`src/logic/qdr_cfg_pkg.sv`:
```
`default_nettype none

package qdr_cfg_pkg;

  // read data bits on a full width QDR port.
  localparam int DATA_WIDTH_DEFAULT = 18;

  // taps available in each per bit input delay line.
  localparam int TAP_COUNT_DEFAULT = 32;

  // the settle window and the sample window are equally long.
  localparam int WINDOW_CYCLES = 32;

endpackage

`default_nettype wire

```
`src/logic/qdr_train_pkg.sv`:
```
`default_nettype none

package qdr_train_pkg;

  // one captured bit as {rise, fall}.
  typedef logic [1:0] sample_t;

  // a good capture toggles between the edges, so both equal codes are malformed.
  localparam sample_t SAMPLE_HIGH = 2'b11;
  localparam sample_t SAMPLE_LOW  = 2'b00;

  typedef enum logic [2:0] {
    SEQ_IDLE        = 3'd0,
    SEQ_RESET_BIT   = 3'd1,
    SEQ_MEASURE     = 3'd2,
    SEQ_STEP        = 3'd3,
    SEQ_SEEK_CENTRE = 3'd4,
    SEQ_REPORT      = 3'd5,
    SEQ_DONE        = 3'd6
  } seq_state_t;

  typedef enum logic [1:0] {
    CHK_DONE   = 2'b00,
    CHK_SETTLE = 2'b01,
    CHK_SAMPLE = 2'b10
  } check_state_t;

endpackage

`default_nettype wire

```
`src/logic/qdr_tap_if.sv`:
```
`timescale 1ns/1ps
`default_nettype none

interface qdr_tap_if #(
  parameter int DATA_WIDTH = qdr_cfg_pkg::DATA_WIDTH_DEFAULT
);

  localparam int BIT_W = $clog2(DATA_WIDTH);

  logic [BIT_W-1:0] bit_select; // held for the whole training of one bit.
  logic             tap_rst;
  logic             tap_en;
  logic             tap_inc;    // 1 moves the delay up by one tap.

  modport ctrl (
    output bit_select,
    output tap_rst,
    output tap_en,
    output tap_inc
  );

  modport lane (
    input bit_select,
    input tap_rst,
    input tap_en,
    input tap_inc
  );

endinterface

`default_nettype wire

```
`src/logic/qdr_lane_select.sv`:
```
`timescale 1ns/1ps
`default_nettype none

module qdr_lane_select #(
  parameter int DATA_WIDTH = qdr_cfg_pkg::DATA_WIDTH_DEFAULT
) (
  input  wire                    clk,
  input  wire   [DATA_WIDTH-1:0] q_rise,
  input  wire   [DATA_WIDTH-1:0] q_fall,
  qdr_tap_if.lane                tap,
  output qdr_train_pkg::sample_t sample,
  output logic  [DATA_WIDTH-1:0] dly_rst,
  output logic  [DATA_WIDTH-1:0] dly_en,
  output logic  [DATA_WIDTH-1:0] dly_inc_dec_n
);

  logic [DATA_WIDTH-1:0] q_rise_r;
  logic [DATA_WIDTH-1:0] q_fall_r;

  // the capture flops are the first stage after the IO registers.
  always_ff @(posedge clk) begin
    q_rise_r <= q_rise;
    q_fall_r <= q_fall;
  end

  // second stage narrows the bus down to the bit being trained.
  always_ff @(posedge clk) begin
    sample <= {q_rise_r[tap.bit_select], q_fall_r[tap.bit_select]};
  end

  // commands reach the delay lines in the same cycle.
  always_comb begin
    dly_rst = DATA_WIDTH'(tap.tap_rst) << tap.bit_select;
    dly_en  = DATA_WIDTH'(tap.tap_en) << tap.bit_select;
  end

  assign dly_inc_dec_n = {DATA_WIDTH{tap.tap_inc}}; // every line shares one direction.

endmodule

`default_nettype wire

```
`src/logic/qdr_window_check.sv`:
```
`timescale 1ns/1ps
`default_nettype none

module qdr_window_check (
  input  wire                    clk,
  input  wire                    rst_n,
  qdr_tap_if.lane                tap,
  input  wire qdr_train_pkg::sample_t sample,
  output logic                   check_done,
  output logic                   check_good
);

  localparam int WINDOW = qdr_cfg_pkg::WINDOW_CYCLES;
  localparam int CNT_W  = $clog2(WINDOW);

  qdr_train_pkg::check_state_t state;
  logic [CNT_W-1:0]            cnt;
  qdr_train_pkg::sample_t      first;
  logic                        cmd;
  logic                        settle_end;
  logic                        malformed;

  assign cmd        = tap.tap_rst | tap.tap_en;
  assign settle_end = (state == qdr_train_pkg::CHK_SETTLE) && (cnt == CNT_W'(WINDOW - 2));
  assign malformed  = (sample == qdr_train_pkg::SAMPLE_HIGH) ||
                      (sample == qdr_train_pkg::SAMPLE_LOW);

  // settle and sample together span twice the window, counted from the command cycle.
  always_ff @(posedge clk) begin
    if (!rst_n) begin
      state      <= qdr_train_pkg::CHK_DONE;
      cnt        <= '0;
      check_good <= 1'b0;
    end else if (cmd) begin
      state      <= qdr_train_pkg::CHK_SETTLE; // a new command always restarts the window.
      cnt        <= '0;
      check_good <= 1'b1;
    end else begin
      case (state)
        qdr_train_pkg::CHK_SETTLE: begin
          cnt <= cnt + 1'b1;
          if (settle_end) begin
            state <= qdr_train_pkg::CHK_SAMPLE;
            cnt   <= '0;
            if (malformed) begin
              check_good <= 1'b0; // the first sample itself must be well formed.
            end
          end
        end
        qdr_train_pkg::CHK_SAMPLE: begin
          cnt <= cnt + 1'b1;
          if (malformed || sample != first) begin
            check_good <= 1'b0;
          end
          if (cnt == CNT_W'(WINDOW - 1)) begin
            state <= qdr_train_pkg::CHK_DONE;
          end
        end
        default: begin
        end
      endcase
    end
  end

  always_ff @(posedge clk) begin
    if (settle_end && !cmd) begin
      first <= sample;
    end
  end

  assign check_done = (state == qdr_train_pkg::CHK_DONE);

endmodule

`default_nettype wire

```
`src/logic/qdr_train_seq.sv`:
```
`timescale 1ns/1ps
`default_nettype none

module qdr_train_seq #(
  parameter int DATA_WIDTH = qdr_cfg_pkg::DATA_WIDTH_DEFAULT,
  parameter int TAP_COUNT  = qdr_cfg_pkg::TAP_COUNT_DEFAULT
) (
  input  wire                           clk,
  input  wire                           rst_n,
  input  wire                           train_start,
  input  wire                           check_done,
  input  wire                           check_good,
  qdr_tap_if.ctrl                       tap,
  output logic                          train_busy,
  output logic                          train_done,
  output logic                          result_valid,
  output logic [$clog2(DATA_WIDTH)-1:0] result_bit,
  output logic [$clog2(TAP_COUNT)-1:0]  result_center,
  output logic                          result_found
);

  localparam int BIT_W = $clog2(DATA_WIDTH);
  localparam int TAP_W = $clog2(TAP_COUNT);

  qdr_train_pkg::seq_state_t state;
  logic [BIT_W-1:0]          bit_idx;
  logic [TAP_W-1:0]          tap_idx;    // position of the selected delay line.
  logic [TAP_W-1:0]          first_good;
  logic [TAP_W-1:0]          last_good;
  logic                      have_good;
  logic                      cmd_rst;
  logic                      cmd_en;
  logic [TAP_W:0]            tap_sum;
  logic [TAP_W-1:0]          center;
  logic                      judge;
  logic                      last_tap;
  logic                      last_bit;

  assign tap_sum  = {1'b0, first_good} + {1'b0, last_good};
  assign center   = have_good ? tap_sum[TAP_W:1] : '0;
  // check_done is stale in the cycle that carries the command.
  assign judge    = check_done && !cmd_rst && !cmd_en;
  assign last_tap = (tap_idx == TAP_W'(TAP_COUNT - 1));
  assign last_bit = (bit_idx == BIT_W'(DATA_WIDTH - 1));

  always_ff @(posedge clk) begin
    if (!rst_n) begin
      state      <= qdr_train_pkg::SEQ_IDLE;
      bit_idx    <= '0;
      tap_idx    <= '0;
      first_good <= '0;
      last_good  <= '0;
      have_good  <= 1'b0;
      cmd_rst    <= 1'b0;
      cmd_en     <= 1'b0;
    end else begin
      cmd_rst <= 1'b0;
      cmd_en  <= 1'b0;
      case (state)
        qdr_train_pkg::SEQ_IDLE,
        qdr_train_pkg::SEQ_DONE: begin
          if (train_start) begin
            bit_idx <= '0;
            state   <= qdr_train_pkg::SEQ_RESET_BIT;
          end
        end
        qdr_train_pkg::SEQ_RESET_BIT: begin
          cmd_rst    <= 1'b1;
          tap_idx    <= '0;
          have_good  <= 1'b0;
          first_good <= '0;
          last_good  <= '0;
          state      <= qdr_train_pkg::SEQ_MEASURE;
        end
        qdr_train_pkg::SEQ_MEASURE: begin
          if (judge) begin
            if (check_good) begin
              if (!have_good) begin
                first_good <= tap_idx;
              end
              last_good <= tap_idx;
              have_good <= 1'b1;
            end
            if ((have_good && !check_good) || last_tap) begin
              cmd_rst <= 1'b1; // back to tap 0 before walking up to the centre.
              tap_idx <= '0;
              state   <= qdr_train_pkg::SEQ_SEEK_CENTRE;
            end else begin
              state <= qdr_train_pkg::SEQ_STEP;
            end
          end
        end
        qdr_train_pkg::SEQ_STEP: begin
          cmd_en  <= 1'b1;
          tap_idx <= tap_idx + 1'b1;
          state   <= qdr_train_pkg::SEQ_MEASURE;
        end
        qdr_train_pkg::SEQ_SEEK_CENTRE: begin
          if (tap_idx == center) begin
            state <= qdr_train_pkg::SEQ_REPORT;
          end else begin
            cmd_en  <= 1'b1;
            tap_idx <= tap_idx + 1'b1;
          end
        end
        qdr_train_pkg::SEQ_REPORT: begin
          if (last_bit) begin
            state <= qdr_train_pkg::SEQ_DONE;
          end else begin
            bit_idx <= bit_idx + 1'b1;
            state   <= qdr_train_pkg::SEQ_RESET_BIT;
          end
        end
        default: begin
          state <= qdr_train_pkg::SEQ_IDLE;
        end
      endcase
    end
  end

  assign tap.bit_select = bit_idx;
  assign tap.tap_rst    = cmd_rst;
  assign tap.tap_en     = cmd_en;
  assign tap.tap_inc    = 1'b1; // the scan only ever moves upward.

  assign train_busy    = (state != qdr_train_pkg::SEQ_IDLE) && (state != qdr_train_pkg::SEQ_DONE);
  assign train_done    = (state == qdr_train_pkg::SEQ_DONE);
  assign result_valid  = (state == qdr_train_pkg::SEQ_REPORT);
  assign result_bit    = bit_idx;
  assign result_center = center;
  assign result_found  = have_good;

endmodule

`default_nettype wire

```
`src/logic/qdr_phy_train_top.sv`:
```
`timescale 1ns/1ps
`default_nettype none

module qdr_phy_train_top #(
  parameter int DATA_WIDTH = qdr_cfg_pkg::DATA_WIDTH_DEFAULT,
  parameter int TAP_COUNT  = qdr_cfg_pkg::TAP_COUNT_DEFAULT
) (
  input  wire                           clk,
  input  wire                           rst_n,
  input  wire  [DATA_WIDTH-1:0]         q_rise,
  input  wire  [DATA_WIDTH-1:0]         q_fall,
  input  wire                           train_start,
  output logic [DATA_WIDTH-1:0]         dly_rst,
  output logic [DATA_WIDTH-1:0]         dly_en,
  output logic [DATA_WIDTH-1:0]         dly_inc_dec_n,
  output logic                          train_busy,
  output logic                          train_done,
  output logic                          result_valid,
  output logic [$clog2(DATA_WIDTH)-1:0] result_bit,
  output logic [$clog2(TAP_COUNT)-1:0]  result_center,
  output logic                          result_found
);

  qdr_train_pkg::sample_t sample;
  logic                   check_done;
  logic                   check_good;

  qdr_tap_if #(.DATA_WIDTH(DATA_WIDTH)) tap_bus ();

  qdr_lane_select #(.DATA_WIDTH(DATA_WIDTH)) i_qdr_lane_select (
    .clk           (clk),
    .q_rise        (q_rise),
    .q_fall        (q_fall),
    .tap           (tap_bus.lane),
    .sample        (sample),
    .dly_rst       (dly_rst),
    .dly_en        (dly_en),
    .dly_inc_dec_n (dly_inc_dec_n)
  );

  qdr_window_check i_qdr_window_check (
    .clk        (clk),
    .rst_n      (rst_n),
    .tap        (tap_bus.lane),
    .sample     (sample),
    .check_done (check_done),
    .check_good (check_good)
  );

  qdr_train_seq #(
    .DATA_WIDTH (DATA_WIDTH),
    .TAP_COUNT  (TAP_COUNT)
  ) i_qdr_train_seq (
    .clk           (clk),
    .rst_n         (rst_n),
    .train_start   (train_start),
    .check_done    (check_done),
    .check_good    (check_good),
    .tap           (tap_bus.ctrl),
    .train_busy    (train_busy),
    .train_done    (train_done),
    .result_valid  (result_valid),
    .result_bit    (result_bit),
    .result_center (result_center),
    .result_found  (result_found)
  );

endmodule

`default_nettype wire

```
`config.mk`:
```
export PLATFORM = sky130hd
export DESIGN_NAME = qdr_phy_train_top
export DESIGN_NICKNAME = d
export VERILOG_FILES = /design/src/logic/qdr_cfg_pkg.sv /design/src/logic/qdr_train_pkg.sv /design/src/logic/qdr_tap_if.sv /design/src/logic/qdr_lane_select.sv /design/src/logic/qdr_window_check.sv /design/src/logic/qdr_train_seq.sv /design/src/logic/qdr_phy_train_top.sv
export SDC_FILE = /design/constraint.sdc
export NUM_CORES = 1
export LEC_CHECK = 0
export ABC_CLOCK_PERIOD_IN_PS = 2200
export CAP_MARGIN = 25
export CORE_ASPECT_RATIO = 0.75
export CORE_MARGIN = 10
export CORE_UTILIZATION = 57
export DETAILED_ROUTE_END_ITERATION = 10
export DONT_BUFFER_PORTS = 1
export HOLD_SLACK_MARGIN = 0.08
export PLACE_DENSITY = 0.85
export SETUP_SLACK_MARGIN = 0.2
export SLEW_MARGIN = 20
export SYNTH_ARGS = -nofsm -noshare
export SYNTH_HDL_FRONTEND = slang
export SYNTH_HIERARCHICAL = 1
export SYNTH_SLANG_ARGS = --single-unit
```
`constraint.sdc`:
```
create_clock -name clk -period 2.2 [get_ports clk]
set_input_delay 0.11 -clock clk [delete_from_list [all_inputs] [get_ports clk]]
set_output_delay 0.11 -clock clk [all_outputs]
set_load 0.03 [all_outputs]
```
---- Yosys cells after proc, flatten, opt, wreduce, memory -nomap -nowiden ----
Cells that the tools add are included.
storage, ports and cells
  bits in registers ....................... 74
  input port bits ......................... 39
  output and inout bits ................... 68
  word-level logic and storage cells ...... 132
operators by class
  add/subtract/negate cells ............... 4
  order comparisons ....................... 1
  equal/unequal tests ..................... 30
  shift operators ......................... 2
  muxes and demuxes ....................... 44
  bitwise operators ....................... 2
  reductions and logical operators ........ 33
operator list
  operator                                                                       count
  5-bit 2-to-1 mux                                                               12
  5-bit case mux with 2 select lines                                             4
  1-bit by 5-bit left shift with 18-bit output                                   2
  5-bit equality test (second input constant)                                    4
  5-bit case mux with 4 select lines                                             1
  5-bit by 1-bit adder with 5-bit output (second input constant)                 3
  3-bit 2-to-1 mux                                                               5
  3-bit case mux with 5 select lines                                             1
  3-bit AND reduction                                                            5
  1-bit 2-to-1 mux                                                               12
  3-bit by 1-bit != test with 1-bit output (second input constant)               4
  4-bit AND reduction                                                            3
  1-bit binary-select mux with 5-bit select                                      2
  2-bit by 1-bit != test with 1-bit output (second input constant)               5
  2-bit != test (second input constant)                                          5
  3-bit equality test (second input constant)                                    3
  1-bit case mux with 2 select lines                                             4
  5-bit by 5-bit adder with 6-bit output                                         1
  3-bit by 2-bit equality test with 1-bit output (second input constant)         2
  1-bit logical AND                                                              6
  5-bit by 6-bit less-than comparator with 1-bit output (second input constant)  1
  2-bit nonzero test                                                             3
  3-bit nonzero test                                                             2
  2-bit OR reduction                                                             3
  other kinds (15)                                                               23

---- Logic depth before layout (Yosys ltp) ----
  word-level depth ........................ 6
  mapped depth ............................ 9
  gate-level depth less buffers ........... 8

---- Cells and area by module ----
Netlist, hierarchy kept.
modules (own cells, without submodules)
  module            times used  cells each  area each (um2)  seq. area each (um2)
  qdr_train_seq     1           218         1741.7           520.5
  qdr_lane_select   1           144         1432.6           760.7
  qdr_window_check  1           63          590.6            220.2

---- Worst setup path before layout ----
Ideal clock, no wire load.
  path type ............................... register to register
  start ................................... register i_qdr_train_seq.first_good[1]
  end ..................................... register i_qdr_train_seq.tap_idx[2]
  library setup time ...................... 0.092 ns
  data arrival time ....................... 2.246 ns
  required time ........................... 2.108 ns
  setup slack ............................. -0.138 ns
  stages on the path, launching flop included .. 9
  path buffers ............................ 0
  period minus slack after synthesis ...... 2.338 ns
  path through ............................ dfxtp_1 inv_1 fa_1 xnor2_1 o21ai_0 a221oi_2 nor4_4 a311o_1 o32ai_1
between the ends
  longest elaborated chain between the ends .. 5
ends and longest elaborated chain
  what                                    line                  source
  from (decl)                             qdr_train_seq.sv:28   logic [TAP_W-1:0] first_good;
  from (signal assigned)                  qdr_train_seq.sv:79   first_good <= tap_idx;
  5-bit by 5-bit adder with 6-bit output  qdr_train_seq.sv:39   assign tap_sum = {1'b0, first_good} + {1'b0, last_good};
  5-bit 2-to-1 mux                        qdr_train_seq.sv:40   assign center = have_good ? tap_sum[TAP_W:1] : '0;
  5-bit equality test                     qdr_train_seq.sv:99   if (tap_idx == center) begin
  2-bit != test (no line)                 --
  4-bit AND reduction (no line)           --
  to (signal assigned)                    qdr_train_seq.sv:95   tap_idx <= tap_idx + 1'b1;
  to (signal assigned)                    qdr_train_seq.sv:103  tap_idx <= tap_idx + 1'b1;
  to (decl)                               qdr_train_seq.sv:27   logic [TAP_W-1:0] tap_idx;
No other way between the ends.
A chain may end at the register's enable or synchronous reset.

---- Worst setup path after layout ----
  start ................................... register i_qdr_train_seq.last_good[2]
  end ..................................... register i_qdr_train_seq.tap_idx[2]
between the ends
  longest elaborated chain between the ends .. 5
ends and longest elaborated chain
  what                                    line                 source
  from (decl)                             qdr_train_seq.sv:29  logic [TAP_W-1:0] last_good;
  from (signal assigned)                  qdr_train_seq.sv:81  last_good <= tap_idx;
  5-bit by 5-bit adder with 6-bit output  qdr_train_seq.sv:39
  5-bit 2-to-1 mux                        qdr_train_seq.sv:40
  5-bit equality test                     qdr_train_seq.sv:99
  2-bit != test (no line)                 --
  4-bit AND reduction (no line)           --
No other way between the ends.

==> results.toml <==
[floorplan]
dieArea_um2 = 10300
ios = 107
rows = 25
die_x_um = 114
start_util_pct = 59.3
dieHeight_um = 90.4
core_area_um2 = 6350

[worst_setup_path]
cp.arrival_ps = 2680
crit_path_cell_trace = "ha_4 > buf_12 > nand4_1 > a211o_1 > a21oi_2 > nor4_2 > buf_4 > a311o_1 > o32ai_2"
end_kind = "register"
path_class = "reg -> reg"
max_stage_delay_ps = 390
crit_buf_inv = 2
critical_path.top_delay_family = "compound AO/OA/AOI/OAI gates"
r2r_cells = 9
slowest_stage = "a311o_1"
crit_cells = 9
crit_required_ps = 2470
crit_fanout = 5
start_kind = "register"

[grt]
grt_pass1_vias = 3751
antenna_found_initial = 3
grt_max_degree = 19
grt_remaining_overflow = 0
track_usage_pct = 24.2
grt_pass1_wl_mm = 19.9

[detailed_routing]
route.met2.wl_mm = 6.97
dr.max_layer_used = "met4"
drt-initial-drc-count = 559
vias = 3973
wl_met1_mm = 4.91
ant_nets = 0
dr.pass1.iters = 7
viasPerCell = 6.59
drc_errors = 0
wirelength_mm = 14.8
wl_per_cell_um = 24.6
wl_met3_mm = 1.64

[clock_network]
cts_root_buf = "clkbuf_8"
cts_sinks = 74
path_clk_slew_ps = 90
numCtsBuffers = 9
cts_buffer_depth = 2
cts_tree = "yes"
htree_levels = 3
clk_latency_ps = 370

[sta]
rsz0062_at_grt = "yes"
setup_viol = 8
clock_skew_ps = 17.1
layout_min_cycle_time_ps = 2410
max_freq_mhz = 416
relSlewSlack_pct = 59.0
setup_tns_ps = -1240
worst_pin_slew_ps = 613
fin_ws_ps = -205
finalMaxSlewViolations = 0
hold_violations = 0
post-route-period-util_pct = 109
whs_ps = 85.2

[logic_synthesis]
synth.ff_latch_count = 74
synth_ff_type = "dfxtp_1"
syn_avg_cell_area_um2 = 8.86
async_reset_ff_share_pct = 0
synth.net_count = 479
yosysSeqAreaShare_pct = 39.9
synthCells = 425
synth_edf_count = 2
yosysUniqueCellTypes = 63
yosysWarnings = 6
syn-cell-area_um2 = 3760

[placed_design]
port-buffer-count = 0
globalplace.congestion = 0.908
place_area_um2 = 4230
place_hpwl_mm = 7.64

[pwr]
peakVddDrop_mv = 0.715
p_leak_nw = 2.01
power_w = 0.00315
powerDensity_nw_per_um2 = 620

[hold_path]
hold_path_depth = 3
hold_class = "in -> reg"

[outcome]
status = "complete, but fails checks"
failed_checks = "negative setup slack"

[flow_run]
cap_violations = 0

[cells_and_area]
drive_above_1_share_pct = 30.5
post-route-util_pct = 80.1
areaGrowthSynthToFinish_pct = 35.2
final_nets = 567
fillers = 321
fin_area_um2 = 5090
[path summary, 6_finish.rpt]
path / from / endpoint / slack (ps)
max: i_qdr_train_seq/last_good[2] / i_qdr_train_seq/tap_idx[2] / -210
min reg2reg: i_qdr_lane_select/sample[0] / i_qdr_window_check/first[0] / 510
max reg2reg: i_qdr_train_seq/last_good[2] / i_qdr_train_seq/tap_idx[2] / -210
min: train_start / i_qdr_train_seq/state[2] / 90
[tightest hold or removal path, delay by kind of cell]
kind,cells,cell delay (ps)
AND/OR/NAND/NOR,1,60
AO/OA/AOI/OAI,2,250
[kinds of logic after synthesis]
family	after synthesis	share of synthesized area, %
fa+ha+maj	15	5.18
xor+xnor	8	1.86
compound gates	73	13.2
buf+inv	56	8.27
flops	74	39.9
mux	21	7.15
simple gates	177	24.3
other cells	1	0.0996
[synth_stat cells, types with 5 or more instances]
| library cell | instances | share of area (%) |
|---|---|---|
| mux2i_1 | 13 | 3.5 |
| a21oi_1 | 20 | 2.7 |
| nand2_1 | 36 | 3.6 |
| inv_1 | 14 | 1.4 |
| buf_4 | 24 | 4.8 |
| nand3_1 | 19 | 2.5 |
| dfxtp_1 | 72 | 38 |
| and3_1 | 5 | 0.83 |
| nor2_1 | 64 | 6.4 |
| nand2b_1 | 9 | 1.5 |
| clkbuf_1 | 12 | 1.2 |
| ha_1 | 14 | 4.7 |
| nand4_1 | 5 | 0.83 |
| a22oi_1 | 8 | 1.6 |
| o21ai_0 | 9 | 1.2 |
| xor2_1 | 5 | 1.2 |
| o211ai_1 | 9 | 1.8 |
| o22ai_1 | 5 | 0.83 |
| nor2b_1 | 9 | 1.5 |
[where the power goes]
part           internal [W]  switching [W]
registers           0.00140      0.0000629
logic              0.000215       0.000333
clock network      0.000544       0.000596
total               0.00216       0.000993
[routing by layer]
metal | GRT usage, % | vias to the layer above
met5 | 0 | -
met4 | 15.5 | 0
met3 | 7.30 | 137
met2 | 40.8 | 354
met1 | 25.6 | 1833
li1 | - | 1649
[state kept, by name, summed over array words and instances (netlist names), 2 cells and up]
name                        count
i_qdr_train_seq/tap_idx         5
i_qdr_window_check/cnt          5
i_qdr_train_seq/first_good      5
i_qdr_window_check/state        2
i_qdr_window_check/first        2
i_qdr_lane_select/q_fall_r     18
i_qdr_train_seq/result_bit      5
i_qdr_lane_select/sample        2
i_qdr_train_seq/state           3
i_qdr_train_seq/last_good       5
i_qdr_lane_select/q_rise_r     18
[timing repair]
action / 4_1_cts / 5_1_grt
gates resized for setup: 13 / 41
hold buffers: 37 / 0
pin swaps: 5 / 10
hold endpoints to repair: 59 / 0
buffers inserted: 1 / 6
setup endpoints to repair: 16 / 47
[through the flow]
stage | std cells | setup WS (ps)
after floorplan | 425 | 6.56
after global placement | 539 | -96.4
after detailed placement | 539 | -250
after CTS | 593 | -215
after global routing | 602 | -261
final | 603 | -205
[area by class of cell]
type,count,area (um^2),share of cell area [%]
Multi-Input combinational cell,295,2190,43.1
Sequential cell,74,1520,29.8
Timing Repair Buffer,117,1000,19.7
Clock buffer,9,124,2.43
Tap cell,81,101,1.99
Clock inverter,7,81.3,1.60
Inverter,16,60.1,1.18
Antenna cell,4,10.0,0.197
[cell usage in the layout (no fill, tap or decap), types with 3 or more instances in the layout]
cell type       n
buf_4          74
dfxtp_1        65
nor2_1         63
dlygate4sd3_1  37
nand2_1        34
nand3_1        19
a21oi_1        19
mux2i_1        13
ha_1           10
clkbuf_8        9
o211ai_1        9
inv_1           9
nand2b_1        8
a22oi_1         8
inv_2           6
o21ai_0         6
nand4_1         5
xor2_1          5
buf_6           5
diode_2         4
nor2b_2         4
mux2_2          4
ha_4            4
dfxtp_2         4
inv_6           3
nand3b_1        3
mux4_2          3
and3_1          3
a21o_1          3
and2_1          3
nor2b_1         3
o22ai_1         3
dfxtp_4         3
Power figures use the tool's default switching activity.
